### config.mk
export PLATFORM = sky130hd
export DESIGN_NAME = cpuFetch
export DESIGN_NICKNAME = d
export VERILOG_FILES = /design/src/rtl/cpu_pkg.sv /design/src/rtl/cpuFetch.sv
export VERILOG_INCLUDE_DIRS = /design/src /design/src/include
export SDC_FILE = /design/constraint.sdc
export NUM_CORES = 2
export LEC_CHECK = 0
export ABC_AREA = 0
export BUFFER_PORTS_ARGS = -buffer_cell sky130_fd_sc_hd__buf_2
export CAP_MARGIN = 40
export CORE_MARGIN = 5
export CORE_UTILIZATION = 50
export CTS_BUF_LIST = sky130_fd_sc_hd__clkbuf_4
export DETAILED_ROUTE_END_ITERATION = 8
export HOLD_SLACK_MARGIN = 0.06
export PLACE_DENSITY = 0.65
export SYNTH_ARGS = -nofsm -noshare
export SYNTH_HDL_FRONTEND = slang
export SYNTH_SLANG_ARGS = --single-unit
### constraint.sdc
create_clock -name clk -period 5.4 [get_ports clk]
set_input_delay 1.62 -clock clk [delete_from_list [all_inputs] [get_ports clk]]
set_output_delay 1.62 -clock clk [all_outputs]
set_load 0.02 [all_outputs]
### src/include/cpu_consts.svh
`ifndef CPU_CONSTS_SVH
`define CPU_CONSTS_SVH

// Datapath widths
`define CPU_DATA_W 16  // Data words and byte addresses
`define CPU_REG_W 4    // Register index, sixteen registers
`define CPU_OP_W 4     // Top nibble of the instruction
`define CPU_COND_W 3   // Branch condition field

// Memory sizes in 16-bit words
`define CPU_IMEM_DEPTH 256
`define CPU_DMEM_DEPTH 256

`define CPU_RESET_PC 16'h0000  // First fetch address

// Opcode encodings
`define CPU_OP_ADD 4'h0
`define CPU_OP_SUB 4'h1
`define CPU_OP_XOR 4'h2
`define CPU_OP_SLL 4'h4
`define CPU_OP_SRA 4'h5
`define CPU_OP_LW 4'h8
`define CPU_OP_SW 4'h9
`define CPU_OP_LLB 4'hA
`define CPU_OP_LHB 4'hB
`define CPU_OP_B 4'hC
`define CPU_OP_PCS 4'hE
`define CPU_OP_HLT 4'hF

`endif
### src/rtl/cpu_pkg.sv
`default_nettype none

`include "cpu_consts.svh"

package cpu_pkg;

  typedef logic [`CPU_DATA_W-1:0] dataWord;  // Register values, ALU results, addresses
  typedef logic [`CPU_REG_W-1:0] regIndex;   // Register number
  typedef logic [`CPU_OP_W-1:0] opCode;      // Instruction bits 15:12
  typedef logic [`CPU_COND_W-1:0] condCode;  // Branch condition bits 11:9

  // ALU operation picked in decode
  typedef enum logic [2:0] {
    aluAdd,
    aluSub,
    aluXor,
    aluSll,
    aluSra,
    aluPassLow,   // LLB, keep high byte of rd
    aluPassHigh   // LHB, keep low byte of rd
  } aluFunc;

  // Source of the write-back value
  typedef enum logic [1:0] {
    wbAlu,
    wbMemory,
    wbLinkPc  // PCS writes PC plus 2
  } wbSource;

endpackage

`default_nettype wire

### src/rtl/cpuFetch.sv
`timescale 1ns/1ps
`default_nettype none

`include "cpu_consts.svh"

module cpuFetch (
  input wire logic clk,
  input wire logic reset,
  input wire logic loadEnable,
  input wire cpu_pkg::dataWord loadAddr,
  input wire cpu_pkg::dataWord loadData,
  input wire logic redirect,
  input wire cpu_pkg::dataWord redirectPc,
  input wire logic haltSeen,
  output cpu_pkg::dataWord pc,
  output cpu_pkg::dataWord instr,
  output cpu_pkg::dataWord pcNext,
  output logic fetchValid
);

  import cpu_pkg::*;

  localparam int ImemAw = $clog2(`CPU_IMEM_DEPTH);

  dataWord imem [`CPU_IMEM_DEPTH];  // Program store
  logic live;                       // Low in reset and for the first cycle after it

  // Program load, only while the core sits in reset
  always_ff @(posedge clk) begin
    if (reset && loadEnable) begin
      imem[loadAddr[ImemAw:1]] <= loadData;  // Byte address to word index
    end
  end

  ////////////////////////////////////////
  // PC register
  ////////////////////////////////////////
  always_ff @(posedge clk) begin
    if (reset) begin
      pc   <= `CPU_RESET_PC;
      live <= 1'b0;
    end else begin
      live <= 1'b1;
      if (redirect) begin
        pc <= redirectPc;  // Taken branch from execute
      end else if (live && !haltSeen) begin
        pc <= pcNext;      // Hold once HLT is decoded
      end
    end
  end

  assign instr      = imem[pc[ImemAw:1]];  // Combinational read
  assign pcNext     = pc + dataWord'(2);
  assign fetchValid = live & ~redirect;    // Branch shadow is dropped

endmodule

`default_nettype wire

; ---- After elaboration in Yosys (flattened, before gate mapping)
; Memory sizes are Yosys's and may differ from the RTL's. A register that Yosys moved wholly into a read port is not among the register bits.
; Index checks and enable logic that the tools add are counted.
[totals]
mem_bits_rw = 4096
regBits = 17
memories = 1
out_inout_bits = 49
[classes]
n_reduce_logical = 4
n_bitwise = 2
n_addsub = 1
n_mux = 7
[mem_list]
columns = name, words, word_bits, rd, rd_clocked_by_memory_dff, write_ports, line
row1 = imem, 256, 16, 1, 1, 1, cpuFetch.sv:25  ; dataWord imem [`CPU_IMEM_DEPTH];
[op_table]
columns = operator, count
row1 = 16-bit two-way mux, 2
row2 = "16-bit by 2-bit adder with 16-bit output, second input constant", 1
row3 = 8-bit two-way mux, 2
row4 = 1-bit two-way mux, 3
row5 = 1-bit logical AND, 2
row6 = 2-bit nonzero test, 1
row7 = 1-bit bitwise AND, 1
row8 = 1-bit zero test, 1
row9 = 1-bit NOT, 1

; ---- Logic depth before layout (Yosys ltp)
[logic_depth]
ltp_word = 6
depth_mapped = 13
ltp_nobuf = 7

; ---- Worst setup path before layout
; Ideal clock, no wire load.
[synth_path]
kind = reg2out
start = register with a tool-made name
end = output port instr[5]
required_time_ps = 3780
stages_incl_launch_ff = 11
t_arrival_ps = 2563
setup_slack_ps = 1217
n_path_buf = 4
cell_sequence = dfxtp_1 buf_2 or2_2 clkbuf_1 clkbuf_1 clkbuf_1 o221ai_1 a21oi_1 nor4_1 nand4_1 nor4_1
[synth_lines]
columns = element, line
row1 = to (decl), cpuFetch.sv:16  ; output cpu_pkg::dataWord instr,

==> impl_metrics.json <==
{
  "critical_path.cell_chain": "buf_16 > buf_16 > buf_16 > buf_4 > mux4_2 > nor3_1 > nor4_4 > nand4_1 > buf_6 > nor4_4 > buf_4 > buf_4 > buf_4",
  "inserted_clock_buffers": 1110,
  "routabilityCongestion": 0.921,
  "routed_wirelength_mm": 443,
  "max-vdd-ir-drop_mv": 0.195,
  "crit_arrival_ns": 4.94,
  "root_buffer_cell": "sky130_fd_sc_hd__clkbuf_4",
  "met2_length_mm": 208,
  "post_dp_cell_area_um2": 170000,
  "post_drt_wl_per_cell_um": 31.8,
  "synth.avg_cell_area_um2": 21.5,
  "p_per_area_nw_per_um2": 351,
  "cp-end-kind": "output port",
  "globalRouteTotalUtil_pct": 26.7,
  "rsz_0062_raised_after_global_routing": "true",
  "synth-adder-area-share_pct": 0.00783,
  "post_synth_mux_area_share_pct": 14.8,
  "place.detailed.hpwl_mm": 268,
  "clock_sinks": 4121,
  "count_of_flip_flops_with_a_built_in_enable_after_synthesis": 4096,
  "complex_gate_fraction_of_the_synthesized_area_pct": 3.91,
  "synth_simple_gate_area_share_pct": 2.07,
  "cp-start-kind": "flip-flop",
  "fp.dieW_um": 575,
  "top_level_ports": 102,
  "min-delay-path-class": "input port to flip-flop",
  "async_flop_share_pct": 0,
  "setup_slack_ns": -1.16,
  "clk-insertion-delay-late_ns": 1.62,
  "reg2reg_to": "pc[13]",
  "final_layout_size_suffix_gt1_share_pct": 40.1,
  "placeableCoreArea_um2": 318000,
  "routed_via_density": 6.27,
  "setup_violations": 16,
  "yosys_warnings": 0,
  "synth-seq-area-share_pct": 77.3,
  "grt_pass1_vias": 87589,
  "start_util_pct": 50.2,
  "ys_dominant_reg_cell": "sky130_fd_sc_hd__edfxtp_1",
  "clkSlewWorstSetupHoldPaths_ns": 0.06,
  "vias": 87426,
  "slowest_stage": "sky130_fd_sc_hd__mux4_2",
  "route.detailed.drc": 0,
  "finalSetupTns_ns": -17.09,
  "clk_path_buf_depth": 5,
  "dr_wl_met3_mm": 47.9,
  "maximum_number_of_pins_on_one_net_before_global_route_repair": 144,
  "antenna_found_initial": 36,
  "critPathRequiredTime_ns": 3.78,
  "critical_path_type": "flip-flop to output port",
  "antenna_violating_nets_post_route": 0,
  "numPortBuffers": 93,
  "p_leak_nw": 60.0,
  "areaGrowthSynthToFinish_pct": 17.2,
  "synth_fp_nets": 7494,
  "grt_pass1_wl_mm": 627,
  "p_total_mw": 65.8,
  "drt_iter0_drc": 12118,
  "finish.instance_area_um2": 187000,
  "worst-slew-pin-transition_ns": 1.40,
  "worstPathMaxFanout": 11,
  "post_synth_num_cell_types": 65,
  "run_status": "complete, but fails checks",
  "layout_min_cycle_time_ns": 6.56,
  "iteration_count_of_the_initial_detailed_routing_pass": 8,
  "dieHeight_um": 575,
  "main_combinational_cell_family_by_area_after_synthesis": "multiplexers",
  "final-hold-violation-count": 0,
  "failed_checks": "negative setup slack",
  "number_of_placed_instances_with_taps_included": 12053,
  "route.layer.met1.wl_mm": 168,
  "max-slew-margin-rel_pct": 6.38,
  "max_clock_freq_mhz": 152,
  "setup.worst_path.end": "instr[5]",
  "dp_slack_ns": -0.373,
  "final.period_utilization_pct": 121,
  "worst_path_largest_cell_delay_ns": 0.52,
  "fin_skew_ns": 0.0588,
  "netlist_instances": 7440,
  "tritoncts": "yes",
  "highest-signal-layer": "met5",
  "final.hold.worst_slack_ns": 0.309,
  "post_synth_instance_area_um2": 160000,
  "maxCapViolations": 0,
  "utilization_pct": 58.9,
  "worst_path_most_repeated_cell": "sky130_fd_sc_hd__buf_4",
  "num_rows": 207,
  "die-area_um2": 331000,
  "max_slew_violation_count": 0,
  "ys_seq_elements": 4121,
  "worst-r2r-cell-count": 7,
  "synth_xor_area_share_pct": 0.148,
  "clock_h_tree_levels": 7,
  "grt_overflow": 0,
  "worstReg2RegStart": "pc[2]",
  "num-nets-final": 9156,
  "final_cells": 13939,
  "r2r_setup_slack_ns": 3.32,
  "min_from": "redirectPc[11]"
}
==> how the worst min path moves through the flow <==
stage             end  slack, ns  cells past startpoint
3_5_place_dp    pc[0]       0.53                      2
6_report       pc[11]       0.31                      3
5_1_grt         pc[0]       0.22                      3
3_3_place_gp    pc[0]       0.50                      2
2_1_floorplan   pc[0]       0.60                      2
4_1_cts        pc[11]       0.08                      3
==> where the power goes <==
part	switching (mW)	leakage, nW	internal (mW)
Sequential	0.0427	37.0	35.2
Combinational	2.86	15.3	1.91
Clock	12.1	7.71	13.7
==> per-layer routing <==
| metal | vias to the layer above | track usage [%] |
|---|---|---|
| li1 | 35624 | - |
| met1 | 45686 | 37.0 |
| met2 | 5296 | 40.5 |
| met3 | 812 | 7.07 |
| met4 | 8 | 11.6 |
| met5 | - | 0 |
==> Yosys cell counts (12+ instances only) <==
library cell | number | share of area (%)
sky130_fd_sc_hd__edfxtp_1 | 4096 | 77
sky130_fd_sc_hd__mux4_2 | 851 | 12
sky130_fd_sc_hd__mux2i_1 | 354 | 2.2
sky130_fd_sc_hd__nor2_1 | 288 | 0.68
sky130_fd_sc_hd__clkbuf_1 | 230 | 0.54
sky130_fd_sc_hd__a21oi_1 | 162 | 0.51
sky130_fd_sc_hd__a22oi_1 | 151 | 0.71
sky130_fd_sc_hd__o221ai_1 | 149 | 0.82
sky130_fd_sc_hd__buf_2 | 99 | 0.31
sky130_fd_sc_hd__nand3_1 | 96 | 0.30
sky130_fd_sc_hd__o22ai_1 | 90 | 0.35
sky130_fd_sc_hd__mux2_2 | 82 | 0.58
sky130_fd_sc_hd__nor3_1 | 69 | 0.22
sky130_fd_sc_hd__nand2_1 | 64 | 0.15
sky130_fd_sc_hd__a211o_1 | 58 | 0.32
sky130_fd_sc_hd__a221oi_1 | 57 | 0.31
sky130_fd_sc_hd__buf_4 | 48 | 0.23
sky130_fd_sc_hd__a211oi_1 | 44 | 0.21
sky130_fd_sc_hd__buf_6 | 38 | 0.27
sky130_fd_sc_hd__nor4_1 | 33 | 0.13
sky130_fd_sc_hd__buf_1 | 30 | 0.071
sky130_fd_sc_hd__nor2b_1 | 28 | 0.11
sky130_fd_sc_hd__o211ai_1 | 27 | 0.13
sky130_fd_sc_hd__dfxtp_1 | 25 | 0.31
sky130_fd_sc_hd__a221o_1 | 22 | 0.14
sky130_fd_sc_hd__xor2_1 | 19 | 0.10
sky130_fd_sc_hd__nand4_1 | 17 | 0.067
sky130_fd_sc_hd__and2_1 | 16 | 0.063
sky130_fd_sc_hd__buf_12 | 16 | 0.20
sky130_fd_sc_hd__nor4bb_1 | 14 | 0.088
sky130_fd_sc_hd__or3_1 | 14 | 0.055
sky130_fd_sc_hd__nand2b_1 | 13 | 0.051
sky130_fd_sc_hd__nor4b_1 | 13 | 0.071
sky130_fd_sc_hd__o32ai_1 | 13 | 0.071
sky130_fd_sc_hd__buf_8 | 12 | 0.11
sky130_fd_sc_hd__o21bai_1 | 12 | 0.056
sky130_fd_sc_hd__o311ai_0 | 12 | 0.066
==> registers in the layout, indices dropped and copies added, names as in the netlist, named ones only <==
| name | flops |
|---|---|
| imem | 4096 |
| live | 1 |
| pc | 16 |
==> logic make-up after synthesis <==
logic type | Yosys count
mux | 1287
xor+xnor | 27
simple gates | 684
buf+inv | 480
flops | 4121
compound gates | 840
fa+ha+maj | 1
==> area by class of cell <==
cell class                      instances  area (um2)
Fill cell                           22995      131000
Sequential cell                      4121      124000
Multi-Input combinational cell       2840       35500
Clock buffer                         1542       11600
Timing Repair Buffer                 1022       10100
Tap cell                             4180        5230
Clock inverter                        204        1180
Antenna cell                           23        57.6
Inverter                                7        38.8
==> worst max-delay path: cells and delay by family (launching register included) <==
kind / cells / cell delay [ns]
buf+inv: 8 / 1.48
mux: 1 / 0.52
flops: 1 / 0.42
simple gates: 4 / 0.87
==> layout by cell type, fill, tap and decap left out, types with 16 or more instances in the layout <==
| master | instances |
|---|---|
| sky130_fd_sc_hd__buf_16 | 37 |
| sky130_fd_sc_hd__edfxtp_1 | 4096 |
| sky130_fd_sc_hd__a22oi_1 | 118 |
| sky130_fd_sc_hd__nor2b_1 | 16 |
| sky130_fd_sc_hd__o221ai_1 | 88 |
| sky130_fd_sc_hd__clkbuf_4 | 1542 |
| sky130_fd_sc_hd__nor2_2 | 45 |
| sky130_fd_sc_hd__buf_12 | 89 |
| sky130_fd_sc_hd__buf_6 | 39 |
| sky130_fd_sc_hd__xor2_1 | 19 |
| sky130_fd_sc_hd__buf_4 | 727 |
| sky130_fd_sc_hd__clkinv_1 | 145 |
| sky130_fd_sc_hd__a221oi_1 | 45 |
| sky130_fd_sc_hd__a221o_1 | 22 |
| sky130_fd_sc_hd__nor4_2 | 20 |
| sky130_fd_sc_hd__mux2i_1 | 347 |
| sky130_fd_sc_hd__buf_2 | 81 |
| sky130_fd_sc_hd__a22oi_2 | 33 |
| sky130_fd_sc_hd__a21oi_1 | 133 |
| sky130_fd_sc_hd__clkinv_2 | 17 |
| sky130_fd_sc_hd__a21oi_2 | 23 |
| sky130_fd_sc_hd__a211oi_1 | 25 |
| sky130_fd_sc_hd__inv_2 | 27 |
| sky130_fd_sc_hd__nand4_1 | 17 |
| sky130_fd_sc_hd__o221ai_2 | 47 |
| sky130_fd_sc_hd__mux4_2 | 851 |
| sky130_fd_sc_hd__mux2_2 | 82 |
| sky130_fd_sc_hd__nor3_1 | 58 |
| sky130_fd_sc_hd__nor2_1 | 240 |
| sky130_fd_sc_hd__nand2_1 | 64 |
| sky130_fd_sc_hd__o22ai_1 | 82 |
| sky130_fd_sc_hd__a211o_1 | 51 |
| sky130_fd_sc_hd__buf_8 | 25 |
| sky130_fd_sc_hd__o211ai_1 | 27 |
| sky130_fd_sc_hd__nand3_1 | 87 |
| sky130_fd_sc_hd__diode_2 | 23 |
| sky130_fd_sc_hd__dfxtp_1 | 19 |
==> what timing repair did <==
item / 4_1_cts / 5_1_grt
setup buffers: 22 / 68
hold buffers: 1 / 0
hold endpoints to repair: 1 / 0
gates cloned: 20 / 9
gates resized for setup: 302 / 155
setup endpoints to repair: 19 / 17
pin swaps: 24 / 42
(Power assumes the default switching activity.)
