===== src/include/cpu_consts.svh =====
`ifndef CPU_CONSTS_SVH
`define CPU_CONSTS_SVH

// Datapath widths
`define CPU_DATA_W 16  // Data words and byte addresses
`define CPU_REG_W 4    // Register index, sixteen registers
`define CPU_OP_W 4     // Top nibble of the instruction
`define CPU_COND_W 3   // Branch condition field

// Memory sizes in 16-bit words
`define CPU_IMEM_DEPTH 256
`define CPU_DMEM_DEPTH 256

`define CPU_RESET_PC 16'h0000  // First fetch address

// Opcode encodings
`define CPU_OP_ADD 4'h0
`define CPU_OP_SUB 4'h1
`define CPU_OP_XOR 4'h2
`define CPU_OP_SLL 4'h4
`define CPU_OP_SRA 4'h5
`define CPU_OP_LW 4'h8
`define CPU_OP_SW 4'h9
`define CPU_OP_LLB 4'hA
`define CPU_OP_LHB 4'hB
`define CPU_OP_B 4'hC
`define CPU_OP_PCS 4'hE
`define CPU_OP_HLT 4'hF

`endif

===== src/rtl/cpu_pkg.sv =====
`default_nettype none

`include "cpu_consts.svh"

package cpu_pkg;

  typedef logic [`CPU_DATA_W-1:0] dataWord;  // Register values, ALU results, addresses
  typedef logic [`CPU_REG_W-1:0] regIndex;   // Register number
  typedef logic [`CPU_OP_W-1:0] opCode;      // Instruction bits 15:12
  typedef logic [`CPU_COND_W-1:0] condCode;  // Branch condition bits 11:9

  // ALU operation picked in decode
  typedef enum logic [2:0] {
    aluAdd,
    aluSub,
    aluXor,
    aluSll,
    aluSra,
    aluPassLow,   // LLB, keep high byte of rd
    aluPassHigh   // LHB, keep low byte of rd
  } aluFunc;

  // Source of the write-back value
  typedef enum logic [1:0] {
    wbAlu,
    wbMemory,
    wbLinkPc  // PCS writes PC plus 2
  } wbSource;

endpackage

`default_nettype wire


===== src/rtl/cpuExecute.sv =====
`timescale 1ns/1ps
`default_nettype none

`include "cpu_consts.svh"

module cpuExecute (
  input wire logic clk,
  input wire logic reset,
  input wire logic exValid,
  input wire cpu_pkg::aluFunc exFunc,
  input wire cpu_pkg::dataWord exOperandA,
  input wire cpu_pkg::dataWord exOperandB,
  input wire cpu_pkg::dataWord exImm,
  input wire logic exUseImm,
  input wire cpu_pkg::regIndex exSrcA,
  input wire cpu_pkg::regIndex exSrcB,
  input wire cpu_pkg::regIndex exDest,
  input wire logic exRegWrite,
  input wire logic exMemRead,
  input wire logic exMemWrite,
  input wire cpu_pkg::wbSource exWbSource,
  input wire logic exSetZ,
  input wire logic exSetNV,
  input wire logic exBranch,
  input wire cpu_pkg::condCode exCond,
  input wire cpu_pkg::dataWord exBranchTarget,
  input wire cpu_pkg::dataWord exPcNext,
  input wire logic exHalt,
  input wire logic wbWrite,
  input wire cpu_pkg::regIndex wbDest,
  input wire cpu_pkg::dataWord wbData,
  output logic redirect,
  output cpu_pkg::dataWord redirectPc,
  output logic resValid,
  output cpu_pkg::dataWord resAlu,
  output cpu_pkg::dataWord resStoreData,
  output cpu_pkg::regIndex resDest,
  output logic resRegWrite,
  output logic resMemRead,
  output logic resMemWrite,
  output cpu_pkg::wbSource resWbSource,
  output cpu_pkg::dataWord resPcNext,
  output logic resHalt
);

  import cpu_pkg::*;

  localparam int Msb = `CPU_DATA_W - 1;

  dataWord opA;     // Forwarded operands
  dataWord opB;
  dataWord aluB;
  dataWord aluOut;
  logic vNext;
  logic flagZ;
  logic flagN;
  logic flagV;
  logic taken;

  ////////////////////////////////////////
  // Forwarding from the result stage
  ////////////////////////////////////////
  assign opA  = (wbWrite && exSrcA != '0 && wbDest == exSrcA) ? wbData : exOperandA;
  assign opB  = (wbWrite && exSrcB != '0 && wbDest == exSrcB) ? wbData : exOperandB;
  assign aluB = exUseImm ? exImm : opB;

  // ALU
  always_comb begin
    vNext = 1'b0;
    case (exFunc)
      aluAdd: begin
        aluOut = opA + aluB;
        vNext  = (opA[Msb] == aluB[Msb]) && (aluOut[Msb] != opA[Msb]);  // Like signs in
      end
      aluSub: begin
        aluOut = opA - aluB;
        vNext  = (opA[Msb] != aluB[Msb]) && (aluOut[Msb] != opA[Msb]);
      end
      aluXor:      aluOut = opA ^ aluB;
      aluSll:      aluOut = opA << aluB[3:0];
      aluSra:      aluOut = dataWord'($signed(opA) >>> aluB[3:0]);  // Sign fill
      aluPassLow:  aluOut = {opA[Msb:8], aluB[7:0]};
      aluPassHigh: aluOut = {aluB[7:0], opA[7:0]};
      default:     aluOut = opA;
    endcase
  end

  ////////////////////////////////////////
  // Flags and branch resolution
  ////////////////////////////////////////
  always_ff @(posedge clk) begin
    if (reset) begin
      flagZ <= 1'b0;
      flagN <= 1'b0;
      flagV <= 1'b0;
    end else if (exValid) begin
      if (exSetZ) begin
        flagZ <= (aluOut == '0);
      end
      if (exSetNV) begin
        flagN <= aluOut[Msb];
        flagV <= vNext;
      end
    end
  end

  always_comb begin
    case (exCond)
      3'b000:  taken = ~flagZ;            // NE
      3'b001:  taken = flagZ;             // EQ
      3'b010:  taken = ~flagZ & ~flagN;   // GT
      3'b011:  taken = flagN;             // LT
      3'b100:  taken = flagZ | ~flagN;    // GE
      3'b101:  taken = flagZ | flagN;     // LE
      3'b110:  taken = flagV;             // Overflow
      default: taken = 1'b1;              // Always
    endcase
  end

  assign redirect   = exValid & exBranch & taken;
  assign redirectPc = exBranchTarget;

  ////////////////////////////////////////
  // Execute/result register
  ////////////////////////////////////////
  always_ff @(posedge clk) begin
    if (reset) begin
      resValid <= 1'b0;
    end else begin
      resValid <= exValid;
    end
  end

  always_ff @(posedge clk) begin
    resAlu       <= aluOut;  // Also the data address
    resStoreData <= opB;
    resDest      <= exDest;
    resRegWrite  <= exRegWrite;
    resMemRead   <= exMemRead;
    resMemWrite  <= exMemWrite;
    resWbSource  <= exWbSource;
    resPcNext    <= exPcNext;
    resHalt      <= exHalt;
  end

endmodule

`default_nettype wire


===== config.mk =====
export PLATFORM = sky130hd
export DESIGN_NAME = cpuExecute
export DESIGN_NICKNAME = d
export VERILOG_FILES = /design/src/rtl/cpu_pkg.sv /design/src/rtl/cpuExecute.sv
export VERILOG_INCLUDE_DIRS = /design/src /design/src/include
export SDC_FILE = /design/constraint.sdc
export NUM_CORES = 1
export LEC_CHECK = 0
export BUFFER_PORTS_ARGS = -buffer_cell sky130_fd_sc_hd__buf_2
export CAP_MARGIN = 30
export CELL_PAD_IN_SITES_DETAIL_PLACEMENT = 0
export CELL_PAD_IN_SITES_GLOBAL_PLACEMENT = 2
export CORE_AREA = 3 3 160 162
export CTS_CLUSTER_SIZE = 8
export DETAILED_ROUTE_END_ITERATION = 8
export DIE_AREA = 0 0 163 165
export PLACE_DENSITY_LB_ADDON = 0.12
export SLEW_MARGIN = 20
export SYNTH_ARGS = -nofsm -noshare
export SYNTH_HDL_FRONTEND = slang
export SYNTH_SLANG_ARGS = --single-unit
export TNS_END_PERCENT = 30

===== constraint.sdc =====
create_clock -name clk -period 6.25 [get_ports clk]
set_input_delay 0.9375 -clock clk [delete_from_list [all_inputs] [get_ports clk]]
set_output_delay 0.9375 -clock clk [all_outputs]
set_load 0.005 [all_outputs]

Word level (Yosys, flattened, before mapping)
Cells that the tools add are included.

Memories: 0. Output and inout bits: 76. Flip-flop bits (word level): 62. ROM bits: 0. Input bits: 132. RAM bits: 0. Latch bits: 0. Word-level logic and storage cells: 62.

Muxes and demuxes: 6. Equal/unequal tests: 18. Reduce and logical (&&, ||, !) cells: 13. Multipliers: 0. Bitwise gates (word level): 8. Add/subtract/negate cells: 2. Divide/modulo/power cells: 0. Order comparisons: 0. Shift operators: 2.

Operator list (number): case mux 16 bit (7 select lines) (1); 2-to-1 mux 16 bit (3); == test 3 bit, second input constant (6); adder 16 bit (1); logical NOT 16 bit (1); << shifter 16 x 4 -> 16 bit (1); >>> shifter 16 x 4 -> 16 bit (1); subtractor 16 bit (1); bitwise XOR 16 bit (1); == test 3 x 2 -> 1 bit, second input constant (4); == test 4 bit (2); nonzero test 4 bit (2); case mux 1 bit (7 select lines) (1); == test 3 x 1 -> 1 bit, second input constant (2); logical AND 1 bit (6); logical NOT 3 bit (2); AND reduction 2 bit (2); bitwise AND 1 bit (3); inequality test 1 bit (3); NOT 1 bit (2); bitwise OR 1 bit (2); case mux 1 bit (2 select lines) (1); == test 1 bit (1).

Logic depth before layout (Yosys ltp)
Depth in word-level cells: 9. Mapped depth: 24. Gate-level depth less buffers: 20.

Worst setup path before layout
Ideal clock, no wire load.

Path kind: input -> register. From: input exSrcB[0]. To: register flagZ. Arrival time: 5805 ps. Setup slack: 385 ps. Required time: 6191 ps. Stages on the path: 17. Cells stage by stage: xnor2_1 > nand3_1 > nor3_1 > clkbuf_1 > mux2_2 > mux2_2 > ha_1 > clkdlybuf4s50_2 > or3b_2 > o221a_1 > a221o_1 > a221o_1 > xor2_1 > a221o_1 > a2111oi_2 > nand4_1 > nand2_1.

Cells in the longest elaborated chain, start to end: 8. Elaborated cells on any way between the ends: 13. Classes of those cells: add/sub: 2; eq/ne: 1; shift: 2; mux: 3; bitwise: 1; reduce/logical: 4.

Ends and longest elaborated chain: start, declared (line cpuExecute.sv:16) `input wire cpu_pkg::regIndex exSrcB,`; nonzero test 4 bit (line cpuExecute.sv:64) `assign opB = (wbWrite && exSrcB != '0 && wbDest == exSrcB) ? wbData : exOperandB;`; logical AND 1 bit (line cpuExecute.sv:64); logical AND 1 bit * (line cpuExecute.sv:64); 2-to-1 mux 16 bit * (line cpuExecute.sv:64); net opB[9] (line cpuExecute.sv:51) `dataWord opB;`; 2-to-1 mux 16 bit * (line cpuExecute.sv:65) `assign aluB = exUseImm ? exImm : opB;`; subtractor 16 bit / adder 16 bit (equally long branches) (line cpuExecute.sv:76, cpuExecute.sv:72); case mux 16 bit (7 select lines) * (line cpuExecute.sv:70) `case (exFunc)`; net aluOut[15] (line cpuExecute.sv:53) `dataWord aluOut;`; logical NOT 16 bit * (line cpuExecute.sv:98) `flagZ <= (aluOut == '0);`; end signal, assigned (line cpuExecute.sv:98); end, declared (line cpuExecute.sv:55) `logic flagZ;`.

The timed path passes the listed nets; every way through them passes the cells marked *. A chain may end at the register's enable or synchronous reset.

Final worst setup path
From: input wbDest[0]. To: register flagZ.

Cells in the longest elaborated chain, start to end: 7. Elaborated cells on any way between the ends: 14. Classes of those cells: add/sub: 2; eq/ne: 2; shift: 2; mux: 4; bitwise: 1; reduce/logical: 3.

Ends and longest elaborated chain: start, declared (line cpuExecute.sv:30) `input wire cpu_pkg::regIndex wbDest,`; == test 4 bit (line cpuExecute.sv:64); logical AND 1 bit (line cpuExecute.sv:64); 2-to-1 mux 16 bit (line cpuExecute.sv:64); 2-to-1 mux 16 bit (line cpuExecute.sv:65); subtractor 16 bit, or another cell as far along (line cpuExecute.sv:76) `aluOut = opA - aluB;`; case mux 16 bit (7 select lines) * (line cpuExecute.sv:70); net aluOut[15] (line cpuExecute.sv:53); logical NOT 16 bit * (line cpuExecute.sv:98).

Marks and branches as above.

==> flow_metrics.py <==
metrics = {
    "worst_setup_path": {
        "reg2reg_slack_ns": 5.59,
        "cp-start-kind": "input pin",
        "timing.rr.end": "flagN$_SDFFE_PP0P_",
        "critical_path_peak_fanout": 7,
        "end_kind": "flop",
        "crit_start": "wbDest[0]",
        "crit_arrival_ns": 5.89,
        "r2r_start": "flagN$_SDFFE_PP0P_",
        "slowest_delay_ns": 0.55,
        "reg2regPathDepth": 2,
        "crit_path_top_delay_cell": "mux2i_1",
        "cp_cell_sequence": "buf_2 > or2_1 > o21a_2 > nor2_4 > mux2i_1 > inv_1 > ha_1 > nor3b_1 > a21oi_1 > o41a_1 > a211o_1 > o221a_1 > a221o_1 > a221o_1 > xor2_1 > a221o_1 > a2111oi_2 > nand4_1 > nand2_1",
        "critPathRequiredTime_ns": 6.53,
        "endpoint": "flagZ$_SDFFE_PP0P_",
        "cpMostUsedCell": "a221o_1",
        "critical_path_class": "input pin to flop",
    },
    "global_route": {
        "grt_pass1_vias": 6884,
        "grt_max_degree": 35,
        "grt_usage": 0.221,
        "grt_pass1_wl_mm": 44.7,
        "grt_overflow_total": 0,
        "grt_antenna_before_repair": 1,
    },
    "sta": {
        "finalCriticalPeriod_ns": 5.61,
        "worst_slack_ns": 0.640,
        "rsz0062_at_grt": "no",
        "finalCritPeriodShare": 0.898,
        "max-slew-margin-rel": 0.431,
        "finalSetupViolCount": 0,
        "tightest_slew_ns": 0.850,
        "hold_viol": 0,
        "max_freq_mhz": 178,
        "tns_ns": 0,
        "finalMaxSlewViolations": 0,
        "clock_skew_ns": 0,
    },
    "final_layout": {
        "area_growth_pct": 23.6,
        "fin_nets": 1137,
        "drive_gt1_frac": 0.303,
        "utilization": 0.321,
    },
    "detailed_routing": {
        "drtPass1Iterations": 4,
        "vias": 6960,
        "postRouteAntennaNets": 0,
        "wirelength_mm": 30.0,
        "avgViaCountPerCell": 5.35,
        "wire_per_inst_um": 23.1,
        "drt-initial-drc-count": 490,
        "drc_errors": 0,
    },
    "synth": {
        "netlist_area_sq_um": 6300,
        "synth.net_count": 968,
        "synth_warnings": 0,
        "synth_edf_count": 0,
        "ys_seq_elements": 62,
        "ys_seq_area_frac": 0.197,
        "async_reset_ff_frac": 0,
        "postSynthCellCount": 802,
        "synth_flop_cell": "dfxtp_1",
        "ys_types": 94,
        "syn_area_per_cell_sq_um": 7.86,
    },
    "cts": {
        "insertion_delay_ns": 0.34,
        "postCtsSetupBuffers": 0,
        "cts_resized": 0,
        "clock-sinks": 62,
        "cts_buffers": 9,
        "cts_max_level": 3,
        "clockRootBuffer": "clkbuf_16",
        "clkTransAtPathRegs_ns": 0.06,
        "cts_tree": "built",
        "cts_buffer_depth": 2,
        "postCtsHoldBufs": 0,
    },
    "worst_hold_path": {
        "hp-class": "flop to flop",
    },
    "pwr": {
        "combPwrFrac": 0.441,
        "clock_power_share": 0.290,
        "pwr-share-seq": 0.269,
        "ir_worst_vdd_mv": 0.129,
        "switchingPower_mw": 0.661,
        "swShare": 0.401,
        "p_per_area_nw_per_um2": 212,
        "leakage_nw": 3.48,
        "internal-power_mw": 0.989,
    },
    "floorplan": {
        "die_w_um": 163,
        "start_util": 0.260,
        "fp.dieH_um": 165,
        "num_io_pins": 208,
        "die_area_sq_um": 26900,
        "num_rows": 57,
        "core_sq_um": 24200,
    },
    "placed_design": {
        "portBuffers": 175,
        "place_ws_ns": 0.349,
        "gp_congestion": 0.918,
        "place_hpwl_mm": 23.9,
    },
    "job": {
        "cap_violations": 0,
    },
    "run_status": {
        "status": "complete, no violations",
    },
}
[sequential cells by signal (all words and copies together), names as in the netlist, 2 cells and up]
| name | cells |
|---|---|
| resStoreData | 16 |
| resWbSource | 2 |
| resDest | 4 |
| resAlu | 16 |
| resPcNext | 16 |
[metrics by stage]
stage,hold WS [ns],power (mW),cell area [sq um],std cells
3_3_place_gp,0.522,1.19,7520,1284
2_1_floorplan,0.468,0.910,6300,802
4_1_cts,0.529,1.67,7780,1300
6_report,0.533,1.65,7790,1301
3_5_place_dp,0.518,1.17,7520,1284
5_1_grt,0.575,1.75,7790,1301
[cell usage after synthesis, types with 4 or more instances]
library cell / instances / share of area
clkbuf_8: 5 / 0.011
o221ai_1: 6 / 0.0083
nand2_1: 77 / 0.046
nor4_1: 7 / 0.0069
nand4_1: 8 / 0.0079
buf_4: 19 / 0.023
o311ai_0: 4 / 0.0056
a22oi_1: 16 / 0.019
o31ai_1: 7 / 0.0083
ha_1: 32 / 0.064
buf_2: 10 / 0.0079
nor3b_1: 6 / 0.0071
nor2b_1: 7 / 0.0069
mux2_2: 24 / 0.043
a221oi_1: 8 / 0.011
o211ai_1: 10 / 0.012
buf_6: 5 / 0.0089
o22ai_1: 11 / 0.011
clkbuf_1: 20 / 0.012
a221o_1: 6 / 0.0095
o21ai_0: 36 / 0.029
a31oi_1: 9 / 0.0089
xnor2_1: 14 / 0.019
or2_2: 4 / 0.0040
a32oi_1: 7 / 0.0097
nor3_1: 21 / 0.017
and3_1: 6 / 0.0060
o21bai_1: 6 / 0.0071
a21oi_1: 43 / 0.034
mux2i_1: 65 / 0.10
dfxtp_1: 62 / 0.20
inv_1: 43 / 0.026
nand2b_1: 10 / 0.0099
a211oi_1: 7 / 0.0083
nor2_1: 60 / 0.036
nand3_1: 25 / 0.020
[logic make-up (layout without fill, tap and decap cells)]
family | after synthesis | after routing | share of synthesized area
compound gates | 230 | 230 | 0.261
buf+inv | 113 | 287 | 0.0981
other cells | 0 | 1 | 0
simple gates | 253 | 253 | 0.196
xor+xnor | 17 | 17 | 0.0248
mux | 92 | 92 | 0.152
flops | 62 | 62 | 0.197
fa+ha+maj | 35 | 35 | 0.0715
[layer usage]
metal / share of wire / track usage
met1: 0.45 / 0.287
met2: 0.45 / 0.361
met3: 0.058 / 0.0314
met4: 0.047 / 0.102
met5: 0 / 0
[power groups by stage]
stage               logic (mW)  clock network, mW  registers [mW]
global route             0.790              0.514           0.448
CTS                      0.721              0.500           0.445
finish                   0.728              0.478           0.444
floorplan                0.453                  0           0.457
global placement         0.734                  0           0.453
detailed placement       0.718                  0           0.454
[worst min-delay path by stage]
stage	depth (start not counted)	startpoint	to
5_1_grt	2	flagZ$_SDFFE_PP0P_	flagZ$_SDFFE_PP0P_
3_3_place_gp	2	flagV$_SDFFE_PP0P_	flagV$_SDFFE_PP0P_
4_1_cts	2	flagZ$_SDFFE_PP0P_	flagZ$_SDFFE_PP0P_
3_5_place_dp	2	flagZ$_SDFFE_PP0P_	flagZ$_SDFFE_PP0P_
2_1_floorplan	2	flagZ$_SDFFE_PP0P_	flagZ$_SDFFE_PP0P_
6_report	2	flagV$_SDFFE_PP0P_	flagV$_SDFFE_PP0P_
[worst max-delay path: cells and delay by family]
family / cells / cell delay (ns)
adders and majority gates: 1 / 0.41
xor gates and xnor gates: 1 / 0.16
muxes: 1 / 0.55
buffers and inverters: 2 / 0.32
and+or+nand+nor: 5 / 1.04
AOI/OAI and AO/OA: 9 / 2.48
[cells in the final DEF (no fill, tap or decap), types with 32 or more instances in the layout]
master	netlist	layout
inv_1	43	43
dfxtp_1	62	62
buf_4	19	48
nand2_1	77	77
a21oi_1	43	43
ha_1	32	32
buf_2	10	175
o21ai_0	36	36
mux2i_1	65	65
nor2_1	60	60
[cell type report]
type,count,area (sq um)
Sequential cell,62,1240
Clock buffer,10,229
Tap cell,324,405
Fill cell,2689,16500
Antenna cell,1,2.50
Clock inverter,6,37.5
Multi-Input combinational cell,627,4450
Inverter,48,184
Timing Repair Buffer,223,1240
(Power assumes the default switching activity.)
